`src/id_ctrl_pkg.sv`:
```
package id_ctrl_pkg;

  //////////////////////////////////////////////////
  // widths and build options
  //////////////////////////////////////////////////

  // register file address width
  localparam int unsigned REG_ADDR_W = 5;
  // data and instruction word width
  localparam int unsigned XLEN = 32;
  // no branch target ALU, so branch decisions are flopped one cycle
  localparam bit BRANCH_TARGET_ALU = 1'b0;

  //////////////////////////////////////////////////
  // enums
  //////////////////////////////////////////////////

  // privilege levels (only user and machine modes exist)
  typedef enum logic [1:0] {
    PRIV_LVL_U = 2'b00,
    PRIV_LVL_M = 2'b11
  } priv_lvl_e;

  // execute class of the decoded instruction
  typedef enum logic [2:0] {
    OP_ALU       = 3'd0,
    OP_LSU       = 3'd1,
    OP_MULDIV    = 3'd2,
    OP_BRANCH    = 3'd3,
    OP_JUMP      = 3'd4,
    OP_ALU_MULTI = 3'd5
  } id_op_e;

  // ID/EX state machine
  typedef enum logic {
    FIRST_CYCLE = 1'b0,
    MULTI_CYCLE = 1'b1
  } id_fsm_e;

  // instruction type handed to writeback
  typedef enum logic [1:0] {
    WB_INSTR_LOAD  = 2'b00,
    WB_INSTR_STORE = 2'b01,
    WB_INSTR_OTHER = 2'b10
  } wb_instr_e;

  //////////////////////////////////////////////////
  // structs
  //////////////////////////////////////////////////

  // decoded instruction sitting in ID/EX
  typedef struct packed {
    logic                  valid;
    id_op_e                op;
    logic                  is_mul;
    logic                  is_div;
    logic                  lsu_we;
    logic                  rf_we;
    logic                  rf_ren_a;
    logic                  rf_ren_b;
    logic [REG_ADDR_W-1:0] rf_raddr_a;
    logic [REG_ADDR_W-1:0] rf_raddr_b;
    logic                  fetch_err;
    logic                  illegal_dec;
    logic                  illegal_csr;
    logic                  mret;
    logic                  dret;
    logic                  wfi;
    logic                  ecall;
    logic                  ebrk;
    logic                  jump_set;
  } id_instr_t;

  // writeback and load/store state as seen from ID/EX
  typedef struct packed {
    logic [REG_ADDR_W-1:0] rf_waddr_wb;
    logic                  outstanding_load;
    logic                  outstanding_store;
    logic                  lsu_resp_valid;
    logic                  lsu_req_done;
    logic                  ready_wb;
  } wb_status_t;

  // outcomes from the external controller
  typedef struct packed {
    logic controller_run;
    logic wb_exception;
    logic instr_valid_clear;
  } ctrl_status_t;

  // performance counter events
  typedef struct packed {
    logic branch;
    logic dside_wait;
    logic mul_wait;
    logic div_wait;
  } perf_t;

endpackage

```
`src/id_exec_fsm.sv`:
```
`timescale 1ns/100ps

module id_exec_fsm import id_ctrl_pkg::*; (
  input  logic         clk_i,
  input  logic         rst_ni,
  input  id_instr_t    id_instr_i,
  input  wb_status_t   wb_status_i,
  input  ctrl_status_t ctrl_status_i,
  input  logic         ex_valid_i,
  input  logic         branch_decision_i,
  input  logic         data_ind_timing_i,
  input  logic         stall_ld_hz_i,
  input  logic         stall_mem_i,
  input  logic         outstanding_mem_i,
  output logic         branch_set_raw_d_o,
  output logic         jump_set_raw_o,
  output logic         rf_we_raw_o,
  output logic         instr_first_cycle_o,
  output logic         en_wb_o,
  output logic         instr_id_done_o,
  output wb_instr_e    instr_type_wb_o,
  output perf_t        perf_o
);

  id_fsm_e id_fsm_q, id_fsm_d;

  logic instr_kill;
  logic instr_executing_spec;
  logic instr_executing;
  logic stall_multdiv;
  logic stall_branch;
  logic stall_jump;
  logic stall_alu;
  logic stall_id;
  logic instr_done;
  logic multicycle_done;
  logic perf_branch;
  logic is_multi_ex;

  //////////////////////////////////////////////////
  // execute conditions
  //////////////////////////////////////////////////

  // killed instructions never execute
  assign instr_kill = id_instr_i.fetch_err | ctrl_status_i.wb_exception |
                      ~ctrl_status_i.controller_run;

  // speculative form ignores writeback exceptions and outstanding accesses
  // so redirects do not depend on the data-side response
  assign instr_executing_spec = id_instr_i.valid & ~id_instr_i.fetch_err &
                                ctrl_status_i.controller_run & ~stall_ld_hz_i;

  assign instr_executing = id_instr_i.valid & ~instr_kill & ~stall_ld_hz_i &
                           ~outstanding_mem_i;

  // lsu finishes when its memory stall clears, everything else on ex_valid
  assign multicycle_done = (id_instr_i.op == OP_LSU) ? ~stall_mem_i : ex_valid_i;

  // classes whose result comes from a multi-cycle unit
  assign is_multi_ex = (id_instr_i.op == OP_MULDIV) | (id_instr_i.op == OP_ALU_MULTI);

  //////////////////////////////////////////////////
  // id/ex state machine
  //////////////////////////////////////////////////

  // state only moves while the instruction really executes
  always_ff @(posedge clk_i or negedge rst_ni) begin
    if (!rst_ni) begin
      id_fsm_q <= FIRST_CYCLE;
    end else if (instr_executing) begin
      id_fsm_q <= id_fsm_d;
    end
  end

  always_comb begin
    id_fsm_d           = id_fsm_q;
    rf_we_raw_o        = id_instr_i.rf_we;
    stall_multdiv      = 1'b0;
    stall_branch       = 1'b0;
    stall_jump         = 1'b0;
    stall_alu          = 1'b0;
    branch_set_raw_d_o = 1'b0;
    jump_set_raw_o     = 1'b0;
    perf_branch        = 1'b0;

    if (instr_executing_spec) begin
      unique case (id_fsm_q)
        FIRST_CYCLE: begin
          unique case (id_instr_i.op)
            OP_LSU: begin
              // hold address calculation until the request is granted
              if (!wb_status_i.lsu_req_done) begin
                id_fsm_d = MULTI_CYCLE;
              end
            end
            OP_MULDIV: begin
              // single cycle result can finish right away
              if (!ex_valid_i) begin
                id_fsm_d      = MULTI_CYCLE;
                rf_we_raw_o   = 1'b0;
                stall_multdiv = 1'b1;
              end
            end
            OP_BRANCH: begin
              // target computed next cycle, so a taken branch stalls once
              // data independent timing takes two cycles regardless of outcome
              id_fsm_d           = (data_ind_timing_i | branch_decision_i) ?
                                   MULTI_CYCLE : FIRST_CYCLE;
              stall_branch       = branch_decision_i | data_ind_timing_i;
              branch_set_raw_d_o = branch_decision_i | data_ind_timing_i;
              perf_branch        = 1'b1;
            end
            OP_JUMP: begin
              id_fsm_d       = BRANCH_TARGET_ALU ? FIRST_CYCLE : MULTI_CYCLE;
              stall_jump     = ~BRANCH_TARGET_ALU;
              jump_set_raw_o = id_instr_i.jump_set;
            end
            OP_ALU_MULTI: begin
              id_fsm_d    = MULTI_CYCLE;
              rf_we_raw_o = 1'b0;
              stall_alu   = 1'b1;
            end
            default: begin
              id_fsm_d = FIRST_CYCLE;
            end
          endcase
        end
        MULTI_CYCLE: begin
          // write only once the unit has its result
          if (is_multi_ex) begin
            rf_we_raw_o = id_instr_i.rf_we & ex_valid_i;
          end
          if (multicycle_done && wb_status_i.ready_wb) begin
            id_fsm_d = FIRST_CYCLE;
          end else begin
            stall_multdiv = (id_instr_i.op == OP_MULDIV);
            stall_branch  = (id_instr_i.op == OP_BRANCH);
            stall_jump    = (id_instr_i.op == OP_JUMP);
            stall_alu     = (id_instr_i.op == OP_ALU_MULTI);
          end
        end
        default: begin
          id_fsm_d = FIRST_CYCLE;
        end
      endcase
    end
  end

  //////////////////////////////////////////////////
  // stall merge and writeback handoff
  //////////////////////////////////////////////////

  assign stall_id = stall_ld_hz_i | stall_mem_i | stall_multdiv | stall_branch |
                    stall_jump | stall_alu;

  assign instr_done = ~stall_id & instr_executing;

  // ready for writeback, transfer happens when writeback accepts
  assign en_wb_o         = instr_done;
  assign instr_id_done_o = en_wb_o & wb_status_i.ready_wb;

  // held in first cycle while stalled before execution
  assign instr_first_cycle_o = id_instr_i.valid & (id_fsm_q == FIRST_CYCLE);

  assign instr_type_wb_o = (id_instr_i.op != OP_LSU) ? WB_INSTR_OTHER :
                           id_instr_i.lsu_we         ? WB_INSTR_STORE :
                                                       WB_INSTR_LOAD;

  // perf events
  assign perf_o.branch     = perf_branch;
  assign perf_o.dside_wait = id_instr_i.valid & ~instr_kill &
                             (outstanding_mem_i | stall_ld_hz_i);
  assign perf_o.mul_wait   = stall_multdiv & id_instr_i.is_mul;
  assign perf_o.div_wait   = stall_multdiv & id_instr_i.is_div;

endmodule

```
`src/id_hazard_unit.sv`:
```
`timescale 1ns/100ps

module id_hazard_unit import id_ctrl_pkg::*; (
  input  id_instr_t  id_instr_i,
  input  wb_status_t wb_status_i,
  output logic       stall_ld_hz_o,
  output logic       stall_mem_o,
  output logic       outstanding_mem_o
);

  logic rf_rd_a_wb_match;
  logic rf_rd_b_wb_match;
  logic rf_rd_a_hz;
  logic rf_rd_b_hz;
  logic outstanding_access;
  logic lsu_req_pending;

  //////////////////////////////////////////////////
  // load-use hazard
  //////////////////////////////////////////////////

  // read address equals the writeback destination
  // x0 never matches since it is never written
  assign rf_rd_a_wb_match = (wb_status_i.rf_waddr_wb == id_instr_i.rf_raddr_a) &
                            (|id_instr_i.rf_raddr_a);
  assign rf_rd_b_wb_match = (wb_status_i.rf_waddr_wb == id_instr_i.rf_raddr_b) &
                            (|id_instr_i.rf_raddr_b);

  // only a port that is really read can cause a hazard
  assign rf_rd_a_hz = rf_rd_a_wb_match & id_instr_i.rf_ren_a;
  assign rf_rd_b_hz = rf_rd_b_wb_match & id_instr_i.rf_ren_b;

  // load data arrives too late for forwarding, so wait
  assign stall_ld_hz_o = wb_status_i.outstanding_load & (rf_rd_a_hz | rf_rd_b_hz);

  //////////////////////////////////////////////////
  // memory stalls
  //////////////////////////////////////////////////

  // access in writeback still waiting for its response
  assign outstanding_access = (wb_status_i.outstanding_load | wb_status_i.outstanding_store) &
                              ~wb_status_i.lsu_resp_valid;

  // lsu instruction whose request has not been granted yet
  assign lsu_req_pending = (id_instr_i.op == OP_LSU) & ~wb_status_i.lsu_req_done;

  assign stall_mem_o       = id_instr_i.valid & (outstanding_access | lsu_req_pending);
  assign outstanding_mem_o = outstanding_access;

endmodule

```
`src/id_illegal_check.sv`:
```
`timescale 1ns/100ps

module id_illegal_check import id_ctrl_pkg::*; (
  input  id_instr_t id_instr_i,
  input  priv_lvl_e priv_mode_i,
  input  logic      csr_mstatus_tw_i,
  output logic      illegal_insn_o
);

  logic illegal_dret_insn;
  logic illegal_umode_insn;
  logic m_mode;

  //////////////////////////////////////////////////
  // privilege checks
  //////////////////////////////////////////////////

  assign m_mode = (priv_mode_i == PRIV_LVL_M);

  // there is no debug mode, so dret can never execute
  assign illegal_dret_insn = id_instr_i.dret;

  // mret needs machine mode
  // wfi traps to machine mode when TW is set
  assign illegal_umode_insn = ~m_mode &
                              (id_instr_i.mret | (csr_mstatus_tw_i & id_instr_i.wfi));

  //////////////////////////////////////////////////
  // final classification
  //////////////////////////////////////////////////

  // only a valid instruction can be illegal
  assign illegal_insn_o = id_instr_i.valid &
                          (id_instr_i.illegal_dec |
                           id_instr_i.illegal_csr |
                           illegal_dret_insn      |
                           illegal_umode_insn);

endmodule

```
`src/id_redirect_gate.sv`:
```
`timescale 1ns/100ps

module id_redirect_gate import id_ctrl_pkg::*; (
  input  logic clk_i,
  input  logic rst_ni,
  input  logic branch_set_raw_d_i,
  input  logic jump_set_raw_i,
  input  logic instr_valid_clear_i,
  output logic branch_set_o,
  output logic jump_set_o
);

  logic branch_set_raw_q;
  logic branch_set_raw;
  logic branch_jump_set_done_q;
  logic branch_jump_set_done_d;

  //////////////////////////////////////////////////
  // branch decision flop
  //////////////////////////////////////////////////

  // target is only ready the cycle after the decision
  always_ff @(posedge clk_i or negedge rst_ni) begin
    if (!rst_ni) begin
      branch_set_raw_q <= 1'b0;
    end else begin
      branch_set_raw_q <= branch_set_raw_d_i;
    end
  end

  assign branch_set_raw = BRANCH_TARGET_ALU ? branch_set_raw_d_i : branch_set_raw_q;

  //////////////////////////////////////////////////
  // one redirect per instruction
  //////////////////////////////////////////////////

  // raw requests repeat while the instruction waits on memory,
  // remember that this instruction already redirected
  assign branch_jump_set_done_d = (branch_set_raw | jump_set_raw_i | branch_jump_set_done_q) &
                                  ~instr_valid_clear_i;

  always_ff @(posedge clk_i or negedge rst_ni) begin
    if (!rst_ni) begin
      branch_jump_set_done_q <= 1'b0;
    end else begin
      branch_jump_set_done_q <= branch_jump_set_done_d;
    end
  end

  // only the first pulse reaches fetch
  assign branch_set_o = branch_set_raw & ~branch_jump_set_done_q;
  assign jump_set_o   = jump_set_raw_i & ~branch_jump_set_done_q;

endmodule

```
`src/id_stage_ctrl.sv`:
```
`timescale 1ns/100ps

module id_stage_ctrl import id_ctrl_pkg::*; (
  input  logic         clk_i,
  input  logic         rst_ni,
  input  id_instr_t    id_instr_i,
  input  wb_status_t   wb_status_i,
  input  ctrl_status_t ctrl_status_i,
  input  priv_lvl_e    priv_mode_i,
  input  logic         csr_mstatus_tw_i,
  input  logic         branch_decision_i,
  input  logic         ex_valid_i,
  input  logic         data_ind_timing_i,
  output logic         illegal_insn_o,
  output logic         branch_set_o,
  output logic         jump_set_o,
  output logic         rf_we_raw_o,
  output logic         instr_first_cycle_o,
  output logic         en_wb_o,
  output logic         instr_id_done_o,
  output wb_instr_e    instr_type_wb_o,
  output perf_t        perf_o
);

  // hazard unit to fsm
  logic stall_ld_hz;
  logic stall_mem;
  logic outstanding_mem;
  // fsm to redirect gate
  logic branch_set_raw_d;
  logic jump_set_raw;

  id_illegal_check u_illegal (
    .id_instr_i       (id_instr_i),
    .priv_mode_i      (priv_mode_i),
    .csr_mstatus_tw_i (csr_mstatus_tw_i),
    .illegal_insn_o   (illegal_insn_o)
  );

  id_hazard_unit u_hazard (
    .id_instr_i        (id_instr_i),
    .wb_status_i       (wb_status_i),
    .stall_ld_hz_o     (stall_ld_hz),
    .stall_mem_o       (stall_mem),
    .outstanding_mem_o (outstanding_mem)
  );

  id_exec_fsm u_fsm (
    .clk_i               (clk_i),
    .rst_ni              (rst_ni),
    .id_instr_i          (id_instr_i),
    .wb_status_i         (wb_status_i),
    .ctrl_status_i       (ctrl_status_i),
    .ex_valid_i          (ex_valid_i),
    .branch_decision_i   (branch_decision_i),
    .data_ind_timing_i   (data_ind_timing_i),
    .stall_ld_hz_i       (stall_ld_hz),
    .stall_mem_i         (stall_mem),
    .outstanding_mem_i   (outstanding_mem),
    .branch_set_raw_d_o  (branch_set_raw_d),
    .jump_set_raw_o      (jump_set_raw),
    .rf_we_raw_o         (rf_we_raw_o),
    .instr_first_cycle_o (instr_first_cycle_o),
    .en_wb_o             (en_wb_o),
    .instr_id_done_o     (instr_id_done_o),
    .instr_type_wb_o     (instr_type_wb_o),
    .perf_o              (perf_o)
  );

  // redirect tracker clears with the controller's valid clear
  id_redirect_gate u_redirect (
    .clk_i               (clk_i),
    .rst_ni              (rst_ni),
    .branch_set_raw_d_i  (branch_set_raw_d),
    .jump_set_raw_i      (jump_set_raw),
    .instr_valid_clear_i (ctrl_status_i.instr_valid_clear),
    .branch_set_o        (branch_set_o),
    .jump_set_o          (jump_set_o)
  );

endmodule

```
`config.mk`:
```
export PLATFORM = sky130hd
export DESIGN_NAME = id_stage_ctrl
export DESIGN_NICKNAME = d
export VERILOG_FILES = /design/src/id_ctrl_pkg.sv /design/src/id_exec_fsm.sv /design/src/id_hazard_unit.sv /design/src/id_illegal_check.sv /design/src/id_redirect_gate.sv /design/src/id_stage_ctrl.sv
export SDC_FILE = /design/constraint.sdc
export NUM_CORES = 1
export LEC_CHECK = 0
export BUFFER_PORTS_ARGS = -buffer_cell sky130_fd_sc_hd__clkbuf_2
export CAP_MARGIN = 20
export CORE_ASPECT_RATIO = 0.9
export CORE_MARGIN = 8
export CORE_UTILIZATION = 36
export CTS_BUF_LIST = sky130_fd_sc_hd__clkbuf_16
export CTS_CLUSTER_SIZE = 30
export DETAILED_ROUTE_END_ITERATION = 8
export GPL_TIMING_DRIVEN = 0
export HOLD_SLACK_MARGIN = 0.12
export PLACE_DENSITY = 0.83
export SYNTH_ARGS = -nofsm -noshare
export SYNTH_HDL_FRONTEND = slang
export SYNTH_SLANG_ARGS = --single-unit
export TNS_END_PERCENT = 1
```
`constraint.sdc`:
```
create_clock -name clk_i -period 2.05 [get_ports clk_i]
set_input_delay 0.1025 -clock clk_i [delete_from_list [all_inputs] [get_ports clk_i]]
set_output_delay 0.1025 -clock clk_i [all_outputs]
set_load 0.01 [all_outputs]
```
==> impl_metrics.json, run 1 <==
{
  "routabilityCongestion": 0.777,
  "required_ps": 1950,
  "layout_commonest_cell": "clkbuf_2",
  "htreeDepth": 1,
  "multi_input_area_um2": 464,
  "reg2regPathDepth": 5,
  "whs_ps": 229,
  "cp-end-kind": "output pin",
  "synthSimpleGateAreaFrac": 0.425,
  "drive_gt1_frac": 0.459,
  "start_kind": "flip-flop",
  "crit_fanout": 10,
  "grtUsageTotal": 0.141,
  "ant_nets": 0,
  "synth_xor_area_frac": 0.121,
  "synth_cell_types": 36,
  "arrival_ps": 1780,
  "syn_area_um2": 581,
  "drtIter0Drc": 10,
  "outcome": "finished, final reports clean",
  "synth_compound_area_frac": 0.218,
  "synthCells": 82,
  "antenna_cells": 0,
  "synth_top_family_by_area": "simple AND/OR/NAND/NOR gates",
  "regToRegSetupSlack_ps": 590,
  "yosys.area.top_type": "dfrtp_1",
  "area.sequential_um2": 75.1,
  "synth_mux_area_frac": 0.0366,
  "port_buffers": 60,
  "wirelength_um": 2390,
  "cts_root_buf": "clkbuf_16",
  "ys_warn_count": 0,
  "core_um2": 1480,
  "synth_top_area_frac": 0.129,
  "initial_core_util": 0.392,
  "clk_latency_ps": 220,
  "fin_setup_tns_ps": 0,
  "grt_overflow_total": 0,
  "seq_area_frac_synth": 0.129,
  "dpl.hpwl_um": 1990,
  "nFillCells": 130,
  "worst-setup-path-type": "flip-flop to output pin",
  "crit_slowest_cell": "dfrtp_1",
  "ys_ff_latch": 3,
  "hold_class": "input pin to asynchronous set/reset pin",
  "drtPass1Iterations": 4,
  "setup_viol": 0,
  "grt_antenna_before_repair": 0,
  "synthTopCellsByArea": "dfrtp_1 (13%), xor2_1 (9.1%), nor3_1 (6.9%)",
  "synthAdderAreaFrac": 0,
  "slew_headroom": 0.736,
  "synthFlopType": "dfrtp_1",
  "r2r-end": "u_fsm.id_fsm_q",
  "cts_made_buffers": 3,
  "clockBufferDepth": 2,
  "wl_per_cell_um": 14.1,
  "rows": 13,
  "cts_tree": "done",
  "fp.dieW_um": 58.3,
  "final_cell_mix": "clkbuf_2 (60), inv_1 (9), nor3_1 (8), nor2_1 (7), xor2_1 (6)",
  "grt_pass1_vias": 860,
  "ios": 63,
  "fin_skew_ps": 0.956,
  "leakage_nw": 0.518,
  "synth_nets": 132,
  "drc_errors": 0,
  "cap_viol_max_count": 0,
  "drv_slew": 0,
  "final_nets": 199,
  "rsz0062_at_grt": "no",
  "clk_pin_slew_ps": 30,
  "fin_crit_sh": 0.919,
  "grt_max_degree": 11,
  "ir_drop_uv": 537,
  "dieArea_um2": 3160,
  "min_period_ps": 1880,
  "critical_path.max_stage_delay_ps": 320,
  "r2r_start": "u_fsm.id_fsm_q",
  "hold_viol": 0,
  "die_h_um": 54.1,
  "power.density_nw_per_um2": 574,
  "via_count": 860,
  "max_freq_ghz": 0.531,
  "area_growth_pct": 73.5,
  "grt_pass1_wl_um": 3530,
  "syn_area_per_cell_um2": 7.08,
  "cts_sinks": 3,
  "synth_edf_count": 0,
  "detail_route.vias_per_cell": 5.06,
  "synthArstFlopShare": 1.00,
  "worstPathCellList": "clkbuf_1 -> nand2_1 -> o32ai_1 -> o2111ai_1 -> nor3_1 -> clkbuf_2",
  "worst_slew_pin_slew_ps": 396
}
power by group:
group	total, mW	internal [mW]	leakage (nW)	switching, mW
Sequential	0.0740	0.0698	0.0396	0.00414
Combinational	0.203	0.0961	0.437	0.106
Clock	0.302	0.251	0.0423	0.0505
worst max-delay path by stage:
stage,startpoint,end,slack (ps),cells past startpoint
6_report,u_fsm.id_fsm_q,instr_id_done_o,170,6
4_1_cts,u_fsm.id_fsm_q,instr_id_done_o,160,6
5_1_grt,u_fsm.id_fsm_q,instr_id_done_o,20,6
3_3_place_gp,u_fsm.id_fsm_q,instr_id_done_o,410,6
3_5_place_dp,u_fsm.id_fsm_q,instr_id_done_o,380,6
2_1_floorplan,u_fsm.id_fsm_q,instr_id_done_o,590,5
synthesized netlist by cell type (2+ instances only):
master	number
nand3b_1	4
a21oi_1	5
nor2b_1	2
nand2_1	3
inv_1	8
or3_1	2
o21bai_1	2
nand3_1	2
nor2_1	7
nor3_1	8
nor4_1	4
o2111ai_1	2
xnor2_1	2
xor2_1	6
dfrtp_1	3
o22ai_1	2
state kept, by name, indices dropped and copies added (netlist names):
register and count:
u_fsm.id_fsm_q 1, u_redirect.branch_jump_set_done_q 1, u_redirect.branch_set_raw 1
final cells by class:
cell class / count / area share
plain buffers: 2 / 0.0112
flip-flops and latches: 3 / 0.0745
repair buffers: 62 / 0.318
inverters: 8 / 0.0298
clock inverters: 1 / 0.00373
multi-input cells: 69 / 0.461
well taps: 22 / 0.0273
clock buffers: 3 / 0.0745
metrics by stage:
step	total power [mW]	util	cell area (µm²)	setup WS [ps]	std cells
after CTS	0.581	0.680	1010	157	170
after floorplan	0.184	-	581	588	82
final	0.578	0.680	1010	165	170
after detailed placement	0.273	0.614	908	384	164
after global routing	0.614	0.680	1010	22.9	170
after global placement	0.268	0.614	908	409	164
metal layers:
metal | vias to the layer above | track usage | part of all wire | wire length (µm)
met3 | 2 | 0.0380 | 0.071 | 169
met1 | 386 | 0.139 | 0.40 | 955
met4 | 0 | 0.0569 | 0.014 | 33
met5 | - | 0 | 0 | 0
li1 | 435 | - | - | -
met2 | 37 | 0.277 | 0.52 | 1240
what timing repair did:
action | 4_1_cts | 5_1_grt
endpoints found under the setup margin | 0 | 0
setup buffers | 0 | 0
hold buffers | 2 | 0
endpoints found under the hold margin | 4 | 0
gates resized for setup | 0 | 0
worst max-delay path, delay by kind of cell (launching register included):
family / cells / cell delay (ps)
flops: 1 / 320
simple gates: 2 / 300
buf+inv: 2 / 480
compound gates: 2 / 460
kinds of logic (layout without fill, tap and decap cells):
| kind of cell | Yosys count | after routing |
|---|---|---|
| buffers and inverters | 10 | 76 |
| XOR/XNOR | 8 | 8 |
| multiplexers | 2 | 2 |
| AND/OR/NAND/NOR | 41 | 41 |
| AO/OA/AOI/OAI | 18 | 18 |
| flip-flops | 3 | 3 |
Note: power is estimated with default switching activity, not from simulation.
==> inputs of run 2 (changes only) <==
ABC_AREA = 1   (was unset)
CORE_UTILIZATION = 42   (was 36)
CTS_BUF_LIST = sky130_fd_sc_hd__clkbuf_2 sky130_fd_sc_hd__clkbuf_4 sky130_fd_sc_hd__clkbuf_8   (was sky130_fd_sc_hd__clkbuf_16)
PLACE_DENSITY = 0.87   (was 0.83)
SYNTH_HIERARCHICAL = 1   (was unset)
==> impl_metrics.json, run 2 <==
{
  "wl_per_cell_um": 9.85,
  "synthArstFlopShare": 1.00,
  "synth_top_area_frac": 0.201,
  "final_area_um2": 1130,
  "cts.repair.resized": 0,
  "synthFlopType": "dfrtp_1",
  "placed_cell_area_um2": 1080,
  "clk_latency_ps": 240,
  "met3_usage": 0.0231,
  "port_buffers": 60,
  "grtUsageTotal": 0.138,
  "synth_edf_count": 0,
  "drc_errors": 0,
  "synth_top_cells_by_count": "nand2_1 (40), inv_1 (37), nor2_1 (27)",
  "initial_core_util": 0.445,
  "crit_fanout": 6,
  "leakage_nw": 0.742,
  "arrival_ps": 1400,
  "routabilityCongestion": 0.795,
  "dieArea_um2": 3390,
  "synth_nets": 200,
  "cts_made_buffers": 3,
  "rows": 14,
  "grt_antenna_before_repair": 0,
  "final_cell_mix": "clkbuf_2 (60), nand2_1 (40), inv_1 (37), nor2_1 (27)",
  "clockBufferDepth": 2,
  "final_nets": 267,
  "cts_tree": "done",
  "ys_warn_count": 6,
  "worst-setup-path-type": "input pin to output pin",
  "fin_skew_ps": 7.41,
  "required_ps": 1950,
  "power.density_nw_per_um2": 332,
  "worst_slew_pin_slew_ps": 259,
  "outcome": "finished, final reports clean",
  "rsz0062_at_grt": "no",
  "ant_nets": 0,
  "min_period_ps": 1510,
  "synthTopCellsByArea": "nand2_1 (20%), inv_1 (19%), nor2_1 (14%)",
  "grt_pass1_wl_um": 3870,
  "ctsHoldBuffers": 2,
  "clk_pin_slew_ps": 40,
  "detail_route.vias_per_cell": 4.40,
  "seq_area_frac_synth": 0.100,
  "cts_setup_buffers": 0,
  "wirelength_um": 2360,
  "core_um2": 1680,
  "dpl_worst_slack_ps": 537,
  "grt_most_used_layer": "met2",
  "met2_usage": 0.259,
  "regToRegSetupSlack_ps": 990,
  "cap_viol_max_count": 0,
  "drtIter0Drc": 38,
  "grt_max_degree": 10,
  "syn_area_um2": 748,
  "fin_ws_ps": 544,
  "r2r-end": "u_fsm/id_fsm_q",
  "reg2regPathDepth": 7,
  "die_h_um": 56.0,
  "cp-end-kind": "output pin",
  "synth_most_common_cell": "nand2_1",
  "cts_root_buf": "clkbuf_4",
  "start_kind": "input pin",
  "r2r_start": "u_fsm/id_fsm_q",
  "yosys.area.top_type": "nand2_1",
  "synth_cell_types": 22,
  "crit_path_start": "wb_status_i[7]",
  "synthCells": 150,
  "area_growth_pct": 50.8,
  "cts_sinks": 3,
  "slew_headroom": 0.827,
  "total_power_uw": 375,
  "drive_gt1_frac": 0.394,
  "grt_pass1_vias": 990,
  "htreeDepth": 1,
  "ir_drop_uv": 157,
  "hold_class": "input pin to asynchronous set/reset pin",
  "via_count": 1055,
  "ios": 63,
  "fin_setup_tns_ps": 0,
  "use_met1": 0.148,
  "max_freq_ghz": 0.664,
  "dpl.hpwl_um": 2010,
  "grt_overflow_total": 0,
  "fin_crit_sh": 0.735,
  "ys_ff_latch": 3,
  "final_core_util": 0.671,
  "fp.dieW_um": 60.5,
  "hold_viol": 0,
  "drv_slew": 0,
  "antenna_cells": 0,
  "syn_area_per_cell_um2": 4.99,
  "drtPass1Iterations": 4,
  "layout_commonest_cell": "clkbuf_2",
  "setup_viol": 0
}
## run 2: critical path, cell delays in order
cell	delay, ps
clkbuf_2	100
inv_1	70
nand2_1	50
nand2_1	50
nand2_1	60
nor2_2	90
nand3_2	80
a21oi_2	130
inv_1	70
nand2_2	140
nor2_2	60
nand2_2	90
nand3_2	90
nor2_2	80
clkbuf_2	130
## run 2: kinds of logic after synthesis
| group | Yosys count | share of synthesized area |
|---|---|---|
| AND/OR/NAND/NOR | 92 | 0.584 |
| flip-flops | 3 | 0.100 |
| buffers and inverters | 42 | 0.217 |
| AO/OA/AOI/OAI | 13 | 0.0987 |
## run 2: metrics by stage
stage	hold slack, ps	instances
2_1_floorplan	-193	150
3_5_place_dp	-101	234
4_1_cts	185	240
5_1_grt	212	240
6_report	207	240
3_3_place_gp	-101	234
## run 2: worst max path at each step
stage	to	depth (start not counted)
2_1_floorplan	rf_we_raw_o	11
3_5_place_dp	instr_id_done_o	15
4_1_cts	instr_id_done_o	15
6_report	instr_id_done_o	15
5_1_grt	instr_id_done_o	13
3_3_place_gp	instr_id_done_o	15
## run 2: final cells by class
type	instances	area, µm²
Clock buffer	4	30.0
Sequential cell	3	75.1
Buffer	2	12.5
Inverter	40	150
Multi-Input combinational cell	105	510
Fill cell	163	553
Tap cell	24	30.0
Timing Repair Buffer	62	320
## run 2: layer usage
metal / routed length [µm] / share of wire
met1: 915 / 0.39
met2: 1160 / 0.49
met3: 290 / 0.12
met4: 0 / 0
met5: 0 / 0
## run 2: power breakdown
part | switching, mW | internal, mW
logic | 0.103 | 0.0823
registers | 0.00151 | 0.0653
clock network | 0.0359 | 0.0865
total | 0.141 | 0.234
==> inputs of run 3 (changes only) <==
ABC_AREA = 0   (was 1)
CORE_UTILIZATION = 35   (was 42)
PLACE_DENSITY = 0.81   (was 0.87)
clock period = 1.4 ns   (was 2.05 ns; I/O delays follow)
==> impl_metrics.json, run 3 <==
{
  "outcome": "complete, but fails checks",
  "violations": "negative setup slack",
  "clk_latency_ps": 240,
  "area_growth_pct": 80.0,
  "power.density_nw_per_um2": 525,
  "cts_root_buf": "clkbuf_4",
  "synth_nets": 128,
  "grt_max_degree": 11,
  "dpl.hpwl_um": 1980,
  "syn_area_um2": 581,
  "syn_area_per_cell_um2": 7.44,
  "worst_slew_pin_slew_ps": 432,
  "cts_tree": "done",
  "cts_made_buffers": 3,
  "fin_ws_ps": -374,
  "initial_core_util": 0.360,
  "wl_per_cell_um": 13.5,
  "synth_most_common_cell": "nor2_1",
  "synth_top_area_frac": 0.129,
  "ir_drop_uv": 299,
  "wirelength_um": 2310,
  "drtIter0Drc": 33,
  "ant_nets": 0,
  "max_freq_ghz": 0.564,
  "grtUsageTotal": 0.142,
  "fp.dieW_um": 58.9,
  "crit_fanout": 2,
  "final_cell_mix": "clkbuf_2 (58), nor2_1 (7)",
  "min_period_ps": 1770,
  "synth_edf_count": 0,
  "grt_most_used_layer": "met2",
  "slew_headroom": 0.712,
  "final_nets": 198,
  "synth_cell_types": 36,
  "synthArstFlopShare": 1.00,
  "drc_errors": 0,
  "ys_warn_count": 6,
  "core_um2": 1610,
  "worst-setup-path-type": "input pin to output pin",
  "via_count": 882,
  "fin_skew_ps": 0.834,
  "port_buffers": 60,
  "cts_sinks": 3,
  "hold_class": "input pin to asynchronous set/reset pin",
  "grt_pass1_wl_um": 3560,
  "leakage_nw": 0.526,
  "synth_top_cells_by_count": "nor2_1 (8), a21oi_1 (5), inv_1 (5), nor2b_1 (5), xnor2_1 (5)",
  "clockBufferDepth": 2,
  "start_kind": "input pin",
  "ios": 63,
  "routabilityCongestion": 0.772,
  "detail_route.vias_per_cell": 5.16,
  "clk_pin_slew_ps": 40,
  "hold_viol": 0,
  "final_area_um2": 1040,
  "grt_pass1_vias": 881,
  "use_met1": 0.165,
  "met2_usage": 0.236,
  "placed_cell_area_um2": 956,
  "synthCells": 78,
  "grt_overflow_total": 0,
  "seq_area_frac_synth": 0.129,
  "regToRegSetupSlack_ps": 370,
  "layout_commonest_cell": "clkbuf_2",
  "setup_viol": 8,
  "synthTopCellsByArea": "dfrtp_1 (13%), xnor2_1 (7.5%), nor2b_1 (5.4%)",
  "drtPass1Iterations": 4,
  "fin_crit_sh": 1.27,
  "met3_usage": 0.0516,
  "rows": 14,
  "htreeDepth": 1,
  "die_h_um": 54.6,
  "dieArea_um2": 3220,
  "ys_ff_latch": 3,
  "cp-end-kind": "output pin",
  "antenna_cells": 0,
  "grt_antenna_before_repair": 0,
  "drv_slew": 0,
  "yosys.area.top_type": "dfrtp_1",
  "synthFlopType": "dfrtp_1",
  "total_power_uw": 549,
  "arrival_ps": 1700,
  "cap_viol_max_count": 0,
  "rsz0062_at_grt": "yes",
  "required_ps": 1330,
  "drive_gt1_frac": 0.531
}
==> run 3: cell count changes in the layout (fill, tap and decap cells not counted), sizes merged, moves of 3 or more <==
cell    before  now
nand2       44    2
xor2         0    3
nand3       10    1
nor2b        0    5
inv         40    5
xnor2        0    5
nor2        31    8
nand2b       0    3
and4         0    3
==> run 3: cell type report <==
class                      instances  area, µm²
clock buffer                       4       30.0
fill                             135        567
timing repair buffer              65        348
buffer                             1       7.51
sequential                         3       76.3
tap                               24       30.0
multi-input combinational         69        534
inverter                           5       18.8
==> run 3: worst max-delay path: stages <==
cell       delay (ps)
clkbuf_2          100
nor4_2            250
nor2_1             60
o2111ai_1         210
o21ai_2            90
or4_4             560
a311oi_4          200
buf_2             170
==> run 3: routing by layer <==
layer,up-vias,part of all wire
met1,390,0.41
li1,433,-
met5,-,0
met4,0,0.021
met2,49,0.49
met3,10,0.079
==> run 3: path summary, 6_finish.rpt <==
| path | to | startpoint | cells past startpoint |
|---|---|---|---|
| min in group clk_i | u_fsm/id_fsm_q | wb_status_i[0] | 3 |
| max in group asynchronous | u_fsm/id_fsm_q | rst_ni | 2 |
| hold reg to reg | u_redirect/branch_jump_set_done_q | u_redirect/branch_set_raw | 2 |
| setup reg to reg | u_redirect/branch_jump_set_done_q | u_fsm/id_fsm_q | 4 |
| setup / recovery | instr_id_done_o | id_instr_i[15] | 8 |
| hold / removal | u_redirect/branch_set_raw | rst_ni | 2 |
==> run 3: where the power goes <==
part / total (mW) / switching, mW / internal, mW
clock: 0.182 / 0.0549 / 0.127
combinational: 0.253 / 0.129 / 0.124
sequential: 0.114 / 0.0166 / 0.0973
==> run 3: repair_timing <==
action,CTS,global route
hold buffers,4,0
setup endpoints to repair,8,11
setup buffers,1,0
pin swaps,2,0
hold endpoints to repair,5,0
gates resized for setup,3,3
==> run 3: through the flow <==
stage                     setup slack, ps  utilization  hold WS [ps]  setup TNS [ps]  std cells
after floorplan                      -154            -          -226            -388         78
after global placement               -444        0.593          -130           -2420        162
after detailed placement             -448        0.593          -129           -2550        162
after CTS                            -400        0.645           148           -2180        171
after global routing                 -491        0.648           180           -3230        171
final                                -374        0.648           160           -1850        171
==> run 3: cells by family (layout without fill, tap and decap cells) <==
| logic type | after synthesis | after routing | synth area share |
|---|---|---|---|
| and+or+nand+nor | 38 | 38 | 0.418 |
| DFF | 3 | 3 | 0.129 |
| buffers and inverters | 6 | 75 | 0.0453 |
| muxes | 1 | 1 | 0.0237 |
| AOI/OAI and AO/OA | 22 | 22 | 0.263 |
| xor gates and xnor gates | 8 | 8 | 0.121 |
